<file path="config.mk">
export PLATFORM = sky130hd
export DESIGN_NAME = card_ctl
export DESIGN_NICKNAME = d
export VERILOG_FILES = /design/src/cft_pkg.sv /design/src/card_ctl.sv
export SDC_FILE = /design/constraint.sdc
export NUM_CORES = 1
export LEC_CHECK = 0
export ABC_AREA = 1
export BUFFER_PORTS_ARGS = -buffer_cell sky130_fd_sc_hd__buf_4
export CAP_MARGIN = 15
export CORE_AREA = 10 10 47 49
export CTS_CLUSTER_DIAMETER = 120
export DETAILED_ROUTE_END_ITERATION = 8
export DIE_AREA = 0 0 57 59
export GPL_ROUTABILITY_DRIVEN = 0
export PLACE_DENSITY_LB_ADDON = 0.3
export SLEW_MARGIN = 5
export SYNTH_ARGS = -nofsm -noshare
export SYNTH_HDL_FRONTEND = slang
export SYNTH_SLANG_ARGS = --single-unit
</file>
<file path="constraint.sdc">
create_clock -name clk -period 1.4 [get_ports clk]
set_input_delay 0.28 -clock clk [delete_from_list [all_inputs] [get_ports clk]]
set_output_delay 0.28 -clock clk [all_outputs]
set_load 0.01 [all_outputs]
</file>
<file path="src/cft_pkg.sv">
package cft_pkg;

   //////////////////////////////////////////////////
   //
   // Word and address geometry
   //
   //////////////////////////////////////////////////

   localparam int DATA_W    = 16;            // Data word and instruction width
   localparam int OPCODE_W  = 4;             // Opcode field at the top of the word
   localparam int ADDR_W    = 12;            // Operand field and memory address
   localparam int MEM_WORDS = 4096;          // One full 12-bit page

   //////////////////////////////////////////////////
   //
   // Output port flow control
   //
   //////////////////////////////////////////////////

   localparam int OUT_CREDITS = 2;                       // Credits held after reset
   localparam int CREDIT_W    = $clog2(OUT_CREDITS + 1); // Counter width for 0..OUT_CREDITS

   //////////////////////////////////////////////////
   //
   // Instruction set
   //
   //////////////////////////////////////////////////

   // Codes 11 to 15 are not defined and stop the machine like op_hlt
   typedef enum logic [OPCODE_W-1:0] {
      op_hlt = 4'd0,                         // Stop
      op_ldi = 4'd1,                         // AC = zero-extended operand
      op_lda = 4'd2,                         // AC = mem[operand]
      op_sta = 4'd3,                         // mem[operand] = AC
      op_add = 4'd4,                         // AC = AC + mem[operand] with wrap
      op_and = 4'd5,                         // AC = AC & mem[operand]
      op_not = 4'd6,                         // AC = ~AC
      op_jmp = 4'd7,                         // PC = operand
      op_jz  = 4'd8,                         // Jump if AC is zero
      op_jn  = 4'd9,                         // Jump if AC[15] set
      op_out = 4'd10                         // AC to output port
   } opcode_e;

   //////////////////////////////////////////////////
   //
   // Sequencer states
   //
   //////////////////////////////////////////////////

   typedef enum logic [2:0] {
      st_halt,                               // Idle while the front panel owns memory
      st_fetch,                              // PC on the address bus
      st_decode,                             // Word arrives, latch IR, bump PC
      st_exec,                               // Act on the opcode
      st_mem,                                // Operand data cycle
      st_out                                 // Wait for an output credit
   } ctl_state_e;

endpackage
</file>
<file path="src/card_ctl.sv">
`timescale 1ns/100ps

module card_ctl (
   input  logic                       clk,
   input  logic                       arst_n,
   input  logic                       start,      // Run pulse from the front panel
   input  logic [cft_pkg::DATA_W-1:0] ir,
   input  logic                       ac_zero,
   input  logic                       ac_neg,
   input  logic                       out_ready,  // At least one credit held
   input  logic                       out_sent,   // Word left this cycle
   output logic                       halted,
   output logic                       pc_load,
   output logic                       pc_inc,
   output logic                       pc_clear,
   output logic                       ir_load,
   output logic                       ac_load,
   output logic                       ac_clear,
   output logic                       addr_sel,   // 0 selects PC, 1 the operand
   output logic                       mem_we,
   output logic                       out_req
);

   cft_pkg::ctl_state_e state;
   cft_pkg::ctl_state_e state_nxt;
   cft_pkg::opcode_e    op;

   assign op     = cft_pkg::opcode_e'(ir[cft_pkg::DATA_W-1 -: cft_pkg::OPCODE_W]);
   assign halted = (state == cft_pkg::st_halt);

   //////////////////////////////////////////////////
   //
   // State register
   //
   //////////////////////////////////////////////////

   always_ff @(posedge clk or negedge arst_n) begin
      if (!arst_n) begin
         state <= cft_pkg::st_halt;                   // Come up stopped
      end else begin
         state <= state_nxt;
      end
   end

   //////////////////////////////////////////////////
   //
   // Next state and control strobes
   //
   //////////////////////////////////////////////////

   always_comb begin
      state_nxt = state;
      pc_load   = 1'b0;
      pc_inc    = 1'b0;
      pc_clear  = 1'b0;
      ir_load   = 1'b0;
      ac_load   = 1'b0;
      ac_clear  = 1'b0;
      addr_sel  = 1'b0;                               // PC unless told otherwise
      mem_we    = 1'b0;
      out_req   = 1'b0;
      case (state)
         cft_pkg::st_halt: begin
            if (start) begin
               pc_clear  = 1'b1;                      // Run always begins at 0
               ac_clear  = 1'b1;
               state_nxt = cft_pkg::st_fetch;
            end
         end
         cft_pkg::st_fetch: begin
            state_nxt = cft_pkg::st_decode;           // Read of mem[PC] issued
         end
         cft_pkg::st_decode: begin
            ir_load   = 1'b1;                         // Instruction on mem_rdata
            pc_inc    = 1'b1;
            state_nxt = cft_pkg::st_exec;
         end
         cft_pkg::st_exec: begin
            state_nxt = cft_pkg::st_fetch;
            case (op)
               cft_pkg::op_ldi,
               cft_pkg::op_not: ac_load = 1'b1;       // ALU result is ready now
               cft_pkg::op_lda,
               cft_pkg::op_add,
               cft_pkg::op_and,
               cft_pkg::op_sta: begin
                  addr_sel  = 1'b1;                   // Operand address out
                  state_nxt = cft_pkg::st_mem;
               end
               cft_pkg::op_jmp: pc_load = 1'b1;
               cft_pkg::op_jz:  pc_load = ac_zero;    // Taken on zero only
               cft_pkg::op_jn:  pc_load = ac_neg;     // Taken on sign bit
               cft_pkg::op_out: state_nxt = cft_pkg::st_out;
               default:         state_nxt = cft_pkg::st_halt; // HLT and unused codes
            endcase
         end
         cft_pkg::st_mem: begin
            addr_sel  = 1'b1;                         // Hold operand address
            state_nxt = cft_pkg::st_fetch;
            if (op == cft_pkg::op_sta) begin
               mem_we = 1'b1;                         // Store AC
            end else begin
               ac_load = 1'b1;                        // Memory data via ALU
            end
         end
         cft_pkg::st_out: begin
            out_req = out_ready;                      // Ask only with a credit
            if (out_sent) begin
               state_nxt = cft_pkg::st_fetch;
            end
         end
         default: state_nxt = cft_pkg::st_halt;
      endcase
   end

   // Fetch and store cycles must never share a memory slot
   a_we_vs_ir: assert property (@(posedge clk) disable iff (!arst_n)
      !(mem_we && ir_load));

endmodule

</file>
==> impl_metrics.toml, run 1 <==
[synthesis]
synth_area_per_cell_um2 = 5.41
number_of_flops_mapped_to_enable_cells_by_yosys = 0
syn_nets = 88
syn-instance-count = 65
post_synth_most_frequent_cells = "sky130_fd_sc_hd__nand2_1 (19), sky130_fd_sc_hd__inv_1 (13), sky130_fd_sc_hd__nor2_1 (13), sky130_fd_sc_hd__o21ai_0 (4), sky130_fd_sc_hd__dfrtp_1 (3)"
syn_warnings = 0
synth.distinct_cells = 15
synth_area_um2 = 352
synth-main-ff-cell = "sky130_fd_sc_hd__dfrtp_1"
synth_area_leader_cell = "sky130_fd_sc_hd__dfrtp_1"
yosysMostFrequentCell = "sky130_fd_sc_hd__nand2_1"
ys_top_cells_by_area = "sky130_fd_sc_hd__dfrtp_1 (21%), sky130_fd_sc_hd__nand2_1 (20%), sky130_fd_sc_hd__inv_1 (14%)"
yosysSeqAreaShare = 0.214
ys_ff_latch = 3
synth_async_sr_flop_share = 1.00
area_share_of_the_leading_cell_type_in_the_synthesized_netlist = 0.214

[global_route]
largest_net_degree_at_the_start_of_global_routing = 6
first_global_vias = 499
grt.total_usage = 0.0686
antenna_found_initial = 0
grt_pass1_wl_mm = 1.89
gr-total-overflow = 0

[placement]
place_inst = 102
dp_hpwl_um = 901
numPortBuffers = 20

[sta]
finalClockSkew_ns = 0.00462
postLayoutSetupSlackWorst_ns = -0.0901
hold_viol = 0
max_freq_mhz = 671
worst_hold_slack_ns = 0.373
relSlewSlack = 0.815
min_period_ns = 1.49
report.final.setup_viol = 10
maxSlewViolCount = 0
timing.final.crit_share = 1.06
rsz_0062_raised_after_global_routing = "true"
timing_worst_slew_pin_value_ns = 0.275

[power_and_ir_drop]
static-leakage-power_nw = 0.371
worst_ir_drop_vdd_uv = 422
power.density_nw_per_um2 = 1640

[clock_network]
clkLatencyLatePin_ns = 0.23
numClockSinks = 3
clockRootBuffer = "sky130_fd_sc_hd__clkbuf_4"
clk_path_buf_depth = 2
cts_tree = "built"
htreeDepth = 1
clk_pin_slew_worst_paths_ns = 0.04
cts-buffers-inserted = 3

[finish]
instances_no_fill = 111
final_layout_size_suffix_gt1_frac = 0.474
registers.top_by_ff_count = "state"
largest_register_ff_count = 3
area_of_combinational_cells_with_multiple_inputs_um2 = 263
n_antenna_cell = 0
final-seq-area_um2 = 76.3
reg_top3 = "state: 3 flops"
layout-area-overhead-vs-synth_pct = 92.2
filler_cell_count = 147
finish.net_count = 119

[setup_path]
class_of_the_most_critical_setup_path = "reg2out"
worst_r2r_path_depth = 7
crit-reg2reg-capture = "state[0]$_DFFE_PN0P_"
cp_max_fo = 3
worst_r2r_startpoint = "state[1]$_DFFE_PN0P_"
startpoint_class = "register"
worst_setup_path_end_kind = "output pin"
crit_required_ns = 1.12
critPathCapture = "mem_we"
worstSetupStartpoint = "state[1]$_DFFE_PN0P_"
critPathArrivalTime_ns = 1.21
regToRegSetupSlack_ns = 0.17

[die]
design.portCount = 33
fp-row-count = 14
die_area_um2 = 3360
chipWidth_um = 57
floorplan.die.height_um = 59
core_area_um2 = 1400
initial_core_util = 0.251

[route]
ant_nets = 0
drt_drc_violations_left = 0
dr.pass1.iters = 2
count_of_vias_placed_by_the_detailed_router = 497
detail_route.iter0.violations = 4
wl_per_cell_um = 10.7
via_per_inst = 4.48
drt-total-wl_mm = 1.19

[outcome]
violations = "setup timing"
status = "finished with violations"

[worst_hold_path]
hold_class = "in2async"

[flow_run]
drv.max_cap_violation_count = 0
-- cells in the final DEF, fill, tap and decap left out, drive strengths merged --
cell type	n
buf	28
nand2	19
nor2	14
inv	13
clkbuf	4
o21ai	4
dfrtp	3
a21oi	2
nor3	2
nor4	1
a211oi	1
nor3b	1
nand4	1
o211ai	1
dlygate4sd3	1
-- per-layer routing --
layer	up-vias	GRT usage	routed length [um]
li1	258	-	-
met1	225	0.0650	452
met2	12	0.121	642
met3	2	0.0300	84
met4	0	0.0403	9
met5	-	0	0
-- per-stage QoR --
stage | instance area, um^2 | worst slack, ns | util | power [mW] | TNS, ns
final | 676 | -0.0901 | 0.482 | 1.10 | -0.494
after global routing | 676 | -0.136 | 0.482 | 1.19 | -1.06
after global placement | 526 | 0.0415 | 0.375 | 0.683 | 0
after floorplan | 352 | 0.0821 | - | 0.475 | 0
after CTS | 622 | -0.112 | 0.444 | 0.997 | -0.637
after detailed placement | 526 | 0.0508 | 0.375 | 0.690 | 0
-- cells by family after synthesis --
logic type	share of synthesized area
AND/OR/NAND/NOR	0.445
buffers and inverters	0.214
AO/OA/AOI/OAI	0.128
flip-flops	0.214
-- worst min-delay path by stage --
| stage | depth (start not counted) | end | from | slack (ns) |
|---|---|---|---|---|
| global placement | 1 | state[1]$_DFFE_PN0P_ | arst_n | 0.07 |
| global route | 2 | state[0]$_DFFE_PN0P_ | arst_n | 0.37 |
| finish | 2 | state[0]$_DFFE_PN0P_ | arst_n | 0.37 |
| CTS | 2 | state[0]$_DFFE_PN0P_ | arst_n | 0.37 |
| floorplan | 0 | state[0]$_DFFE_PN0P_ | arst_n | -0.02 |
| detailed placement | 1 | state[0]$_DFFE_PN0P_ | arst_n | 0.07 |
-- critical path, cell delays in order, from the launching register on --
cell and delay [ns]:
sky130_fd_sc_hd__dfrtp_1 0.40, sky130_fd_sc_hd__nor2_2 0.19, sky130_fd_sc_hd__nand2_2 0.10, sky130_fd_sc_hd__nor3_1 0.14, sky130_fd_sc_hd__buf_4 0.15
-- repair_timing --
action	CTS	global route
gates resized for setup	13	12
hold endpoints to repair	3	0
buffers inserted	3	1
hold buffers	1	0
endpoints found under the setup margin	10	10
pin swaps	8	4
-- report_power, final --
| part | total [mW] | internal, mW | switching, mW | leakage (nW) |
|---|---|---|---|---|
| clock network | 0.151 | 0.107 | 0.0439 | 0.0150 |
| registers | 0.185 | 0.131 | 0.0544 | 0.0352 |
| logic | 0.769 | 0.388 | 0.381 | 0.321 |
| total | 1.10 | 0.626 | 0.479 | 0.371 |
-- final cells by class --
cell class	count	share of cell area
Clock buffer	4	0.0389
Inverter	13	0.0759
Multi-Input combinational cell	46	0.389
Sequential cell	3	0.113
Tap cell	16	0.0296
Timing Repair Buffer	29	0.354
Note: power is estimated with default switching activity, not from simulation.
==> run 2: changes to the inputs <==
--- a/config.mk
+++ b/config.mk
@@ -9,6 +9,7 @@
 export BUFFER_PORTS_ARGS = -buffer_cell sky130_fd_sc_hd__buf_4
 export CAP_MARGIN = 15
 export CORE_AREA = 10 10 47 49
+export CTS_BUF_LIST = sky130_fd_sc_hd__clkbuf_4 sky130_fd_sc_hd__clkbuf_8
 export CTS_CLUSTER_DIAMETER = 120
 export DETAILED_ROUTE_END_ITERATION = 8
 export DIE_AREA = 0 0 57 59
==> constraint.sdc (replaced) <==
create_clock -name clk -period 1.4 [get_ports clk]
set_input_delay 0.28 -clock clk [delete_from_list [all_inputs] [get_ports clk]]
set_output_delay 0.28 -clock clk [all_outputs]
set_load 0.02 [all_outputs]
==> run 2 against run 1 <==
  * The flow still finishes with violations (setup timing)
  * Non-clock buffer count decreased by 2
  * Total power increased by 6.0%
  * Final cell count down 1.8%
  * Clock power increased by 12%
  * First-iteration DRC count is 75% lower
  * Count of clock-buffer cells in the layout stayed put
  * Global-route usage increased by 0.43 points
  * Hold slack gained 0.0027 ns
  * Register-to-register slack about the same
  * Routed wire length decreased by 3.7%
  * Critical path type unchanged
  * Critical endpoint is now ac_load
  * Largest cell class unchanged
  * Largest power group unchanged
  * Highest routed layer unchanged
==> impl_metrics.toml, run 2 (same netlist as run 1, synthesis figures left out) <==
[global_route]
groute.layer.met1.usage = 0.0590
gr-total-overflow = 0
met3_use_gr = 0.0343
grt_use_met2 = 0.136
first_global_vias = 519
largest_net_degree_at_the_start_of_global_routing = 6
antenna_found_initial = 0
grt.total_usage = 0.0729
top_usage_layer = "met2"
grt_pass1_wl_mm = 1.97

[clock_network]
clk_pin_slew_worst_paths_ns = 0.04
clkLatencyLatePin_ns = 0.23
cts_tree = "built"
htreeDepth = 1
numClockSinks = 3
clk_path_buf_depth = 2
cts-buffers-inserted = 3
clockRootBuffer = "sky130_fd_sc_hd__clkbuf_4"

[die]
fp-row-count = 14
initial_core_util = 0.251
core_area_um2 = 1400
chipWidth_um = 57
floorplan.die.height_um = 59
design.portCount = 33
die_area_um2 = 3360

[setup_path]
master_of_the_slowest_instance_on_the_critical_path = "sky130_fd_sc_hd__dfrtp_1"
cp_cell_sequence = "nand2_2, nor2_4, buf_4, nand2_1, o21ai_1, buf_4"
class_of_the_most_critical_setup_path = "reg2out"
startpoint_class = "register"
crit-reg2reg-capture = "state[0]$_DFFE_PN0P_"
worst_r2r_path_depth = 7
crit_required_ns = 1.12
cp_max_fo = 3
crit_top_cell = "sky130_fd_sc_hd__buf_4"
regToRegSetupSlack_ns = 0.17
cpPeakStageDelay_ns = 0.39
worst_r2r_startpoint = "state[1]$_DFFE_PN0P_"
critPathArrivalTime_ns = 1.23
worst_setup_path_end_kind = "output pin"

[finish]
layout.cells.most_common_list = "sky130_fd_sc_hd__buf_4 (21), sky130_fd_sc_hd__nand2_1 (17), sky130_fd_sc_hd__inv_1 (11), sky130_fd_sc_hd__nor2_1 (11), sky130_fd_sc_hd__buf_6 (5)"
layout-area-overhead-vs-synth_pct = 87.2
area_of_combinational_cells_with_multiple_inputs_um2 = 258
layout_cell_area_excl_fill_um2 = 658
final_util = 0.470
filler_cell_count = 155
layout_commonest_cell = "sky130_fd_sc_hd__buf_4"
n_antenna_cell = 0
final_layout_size_suffix_gt1_frac = 0.473
largest_register_ff_count = 3
reg_top3 = "state: 3 flops"
finish.net_count = 117
registers.top_by_ff_count = "state"
final-seq-area_um2 = 77.6

[placement]
dp_hpwl_um = 905
dpl-instance-area_um2 = 544
numPortBuffers = 20

[sta]
report.final.setup_viol = 10
worst_hold_slack_ns = 0.376
timing_worst_slew_pin_value_ns = 0.289
postLayoutSetupSlackWorst_ns = -0.105
max_freq_mhz = 664
maxSlewViolCount = 0
timing.final.crit_share = 1.08
relSlewSlack = 0.805
timing.setup.tns_ns = -0.658
rsz_0062_raised_after_global_routing = "true"
finalClockSkew_ns = 0.00230
hold_viol = 0
min_period_ns = 1.51

[power_and_ir_drop]
static-leakage-power_nw = 0.347
power.density_nw_per_um2 = 1780
worst_ir_drop_vdd_uv = 691
totalPowerFinal_mw = 1.17

[outcome]
violations = "setup timing"
status = "finished with violations"

[route]
ant_nets = 0
detail_route.iter0.violations = 1
dr.pass1.iters = 2
wl_per_cell_um = 10.5
via_per_inst = 4.50
drt_drc_violations_left = 0
count_of_vias_placed_by_the_detailed_router = 491
drt-total-wl_mm = 1.14

[flow_run]
drv.max_cap_violation_count = 0

[worst_hold_path]
hold_class = "in2async"
## run 2: changes by cell type in the layout (fill, tap and decap cells not counted), sizes merged
cell | previous run | this run
buf | 28 | 26
## run 2: how the worst max path moves through the flow
| stage | slack (ns) | endpoint | start |
|---|---|---|---|
| after floorplan | -0.02 | mem_we | state[1]$_DFFE_PN0P_ |
| after detailed placement | 0.08 | pc_load | ir[15] |
| after global placement | 0.09 | pc_load | ir[15] |
| final | -0.11 | ac_load | state[0]$_DFFE_PN0P_ |
| after global routing | -0.19 | pc_clear | state[1]$_DFFE_PN0P_ |
| after CTS | -0.12 | pc_load | state[0]$_DFFE_PN0P_ |
## run 2: metrics by stage
step	cells	setup slack, ns
after global placement	102	0.0865
after global routing	109	-0.194
final	109	-0.105
after detailed placement	102	0.0787
after CTS	109	-0.118
after floorplan	65	-0.0178
## run 2: cell type report
cell class,instances,share of cell area
tap,16,0.0304
timing repair buffer,27,0.340
multi-input combinational,46,0.392
clock buffer,4,0.0456
sequential,3,0.118
inverter,13,0.0741
## run 2: routing by layer
layer	routed length (um)	up-vias	part of all wire
met3	98	2	0.086
met5	0	-	0
li1	-	255	-
met2	625	16	0.55
met1	400	218	0.35
met4	19	0	0.017
## run 2: repair_timing
item | CTS | global route
hold buffers | 1 | 0
pin swaps | 2 | 6
buffers inserted | 2 | 0
resized for setup | 12 | 6
setup endpoints to repair | 10 | 10
hold endpoints to repair | 3 | 0
## run 2: worst max-delay path: cells and delay by family, from the launching register on
| kind | cells | cell delay (ns) |
|---|---|---|
| compound gates | 1 | 0.07 |
| buf+inv | 2 | 0.28 |
| simple gates | 3 | 0.26 |
| flops | 1 | 0.39 |
## run 2: power breakdown
group | total, mW | internal [mW] | switching [mW] | leakage [nW]
Clock | 0.169 | 0.126 | 0.0431 | 0.0184
Sequential | 0.187 | 0.134 | 0.0532 | 0.0342
Combinational | 0.816 | 0.386 | 0.430 | 0.295
==> run 3: changes to the inputs <==
--- a/config.mk
+++ b/config.mk
@@ -14,7 +14,7 @@
 export DETAILED_ROUTE_END_ITERATION = 8
 export DIE_AREA = 0 0 57 59
 export GPL_ROUTABILITY_DRIVEN = 0
-export PLACE_DENSITY_LB_ADDON = 0.3
+export PLACE_DENSITY = 0.68
 export SLEW_MARGIN = 5
 export SYNTH_ARGS = -nofsm -noshare
 export SYNTH_HDL_FRONTEND = slang
==> run 3 against run 2 <==
  * The flow still finishes with violations (setup timing)
  * Via count decreased by 4.5%
  * Sequential cell count unchanged
  * Design area up 1.3%
  * Combinational power fell by 1%
  * Worst setup slack improved by 0.028 ns
  * Maximum frequency rose by 1.9%
  * Die area unchanged
  * Global-route usage is 1.0 points lower
  * Count of clock-buffer cells in the layout unchanged
  * First-iteration DRC count grew to 6.0 times the previous value
  * Largest cell class unchanged
  * Highest routed layer unchanged
==> impl_metrics.toml, run 3 (same netlist as run 1, synthesis figures left out) <==
[power_and_ir_drop]
power.density_nw_per_um2 = 1760
clockPowerShare = 0.147
netSwitchingPower_uw = 546
portion_of_total_power_attributed_to_combinational_logic = 0.684
p_int_uw = 631
p_sw_frac = 0.464
sequentialPowerShare = 0.169
static-leakage-power_nw = 0.344
worst_ir_drop_vdd_uv = 622

[setup_path]
cp_max_fo = 4
timing.critical_path.max_delay_family = "flip-flops"
worstSetupStartpoint = "state[1]$_DFFE_PN0P_"
critical_path.n_buffers_inverters = 2
cp_cell_sequence = "buf_4, nor4_4, buf_4"
class_of_the_most_critical_setup_path = "reg2out"
regToRegSetupSlack_ns = 0.16
startpoint_class = "register"
master_of_the_slowest_instance_on_the_critical_path = "sky130_fd_sc_hd__dfrtp_2"
worst_r2r_startpoint = "state[1]$_DFFE_PN0P_"
critPathArrivalTime_ns = 1.20
worst_setup_path_end_kind = "output pin"
crit_top_cell = "sky130_fd_sc_hd__buf_4"
cpPeakStageDelay_ns = 0.43
crit_required_ns = 1.12

[route]
drt-total-wl_mm = 1.12
detail_route.iter0.violations = 6
dr.pass1.iters = 4
count_of_vias_placed_by_the_detailed_router = 469
wl_per_cell_um = 10.4
via_per_inst = 4.34
drt_drc_violations_left = 0
ant_nets = 0

[clock_network]
clk_pin_slew_worst_paths_ns = 0.04
htreeDepth = 1
cts-buffers-inserted = 3
clockRootBuffer = "sky130_fd_sc_hd__clkbuf_4"
cts_tree = "built"
numClockSinks = 3
clk_path_buf_depth = 2
clkLatencyLatePin_ns = 0.23

[placement]
dpl-instance-area_um2 = 537
numPortBuffers = 20
dp_hpwl_um = 854

[global_route]
groute.layer.met1.usage = 0.0577
grt_pass1_wl_mm = 1.72
grt_use_met2 = 0.101
grt.total_usage = 0.0629
top_usage_layer = "met2"
first_global_vias = 453
met3_use_gr = 0.0365
gr-total-overflow = 0
antenna_found_initial = 0
largest_net_degree_at_the_start_of_global_routing = 6

[finish]
finish.net_count = 116
registers.top_by_ff_count = "state"
layout_cell_area_excl_fill_um2 = 667
reg_top3 = "state: 3 flops"
final_layout_size_suffix_gt1_frac = 0.500
layout_commonest_cell = "sky130_fd_sc_hd__buf_4"
largest_register_ff_count = 3
layout.cells.most_common_list = "sky130_fd_sc_hd__buf_4 (19), sky130_fd_sc_hd__nand2_1 (16), sky130_fd_sc_hd__nor2_1 (11)"
n_antenna_cell = 0
layout-area-overhead-vs-synth_pct = 89.7

[sta]
timing.final.crit_share = 1.06
rsz_0062_raised_after_global_routing = "true"
report.final.setup_viol = 9
min_period_ns = 1.48
hold_viol = 0
timing_worst_slew_pin_value_ns = 0.235
finalClockSkew_ns = 0.00490
maxSlewViolCount = 0
postLayoutSetupSlackWorst_ns = -0.0770
worst_hold_slack_ns = 0.367
max_freq_mhz = 677
relSlewSlack = 0.842

[flow_run]
drv.max_cap_violation_count = 0

[die]
floorplan.die.height_um = 59
chipWidth_um = 57
core_area_um2 = 1400
design.portCount = 33
die_area_um2 = 3360
initial_core_util = 0.251
fp-row-count = 14

[worst_hold_path]
hold_class = "in2async"

[outcome]
violations = "setup timing"
status = "finished with violations"
[run 3: layout make-up]
type / instances / area, um^2
Timing Repair Buffer: 26 / 220
Inverter: 13 / 48.8
Sequential cell: 3 / 78.8
Fill cell: 149 / 734
Tap cell: 16 / 20.0
Clock buffer: 4 / 30.0
Multi-Input combinational cell: 46 / 269
[run 3: path summary, 6_finish.rpt]
check                                  endpoint  cells after the start
max                                     out_req                      3
min                        state[1]$_DFFE_PN0P_                      2
max reg2reg                state[0]$_DFFE_PN0P_                      7
min reg2reg                state[1]$_DFFE_PN0P_                      1
max in group asynchronous  state[0]$_DFFE_PN0P_                      2
min in group clk           state[0]$_DFFE_PN0P_                      4
[run 3: layer usage]
layer,wire length [um],up-vias
met5,0,-
met4,17,0
met3,95,2
met2,585,16
met1,424,198
li1,-,253
[run 3: power by group through the flow]
| stage | Clock [mW] | Combinational (mW) | Sequential (mW) |
|---|---|---|---|
| 6_report | 0.173 | 0.805 | 0.199 |
| 5_1_grt | 0.190 | 0.877 | 0.210 |
| 4_1_cts | 0.178 | 0.694 | 0.168 |
| 3_5_place_dp | 0 | 0.613 | 0.163 |
| 3_3_place_gp | 0 | 0.608 | 0.162 |
| 2_1_floorplan | 0 | 0.399 | 0.169 |
[run 3: through the flow]
step | setup slack, ns | total power [mW] | utilization | setup TNS, ns | cells
global placement | 0.0949 | 0.769 | 0.383 | 0 | 101
finish | -0.0770 | 1.18 | 0.476 | -0.546 | 108
CTS | -0.121 | 1.04 | 0.429 | -0.673 | 107
detailed placement | 0.0882 | 0.777 | 0.383 | 0 | 101
global route | -0.178 | 1.28 | 0.476 | -1.28 | 108
floorplan | -0.0178 | 0.568 | - | -0.0178 | 65
[run 3: worst reg2reg max path: cells and delay by family, from the launching register on]
kind | cells | cell delay (ns)
and+or+nand+nor | 3 | 0.26
buffers and inverters | 2 | 0.26
DFF | 1 | 0.43
AOI/OAI and AO/OA | 2 | 0.17
[run 3: repair_timing]
| item | CTS | global route |
|---|---|---|
| pin swaps | 6 | 5 |
| resized for setup | 5 | 18 |
| hold endpoints to repair | 3 | 0 |
| setup endpoints to repair | 10 | 10 |
| setup buffers | 1 | 1 |
| hold buffers | 1 | 0 |
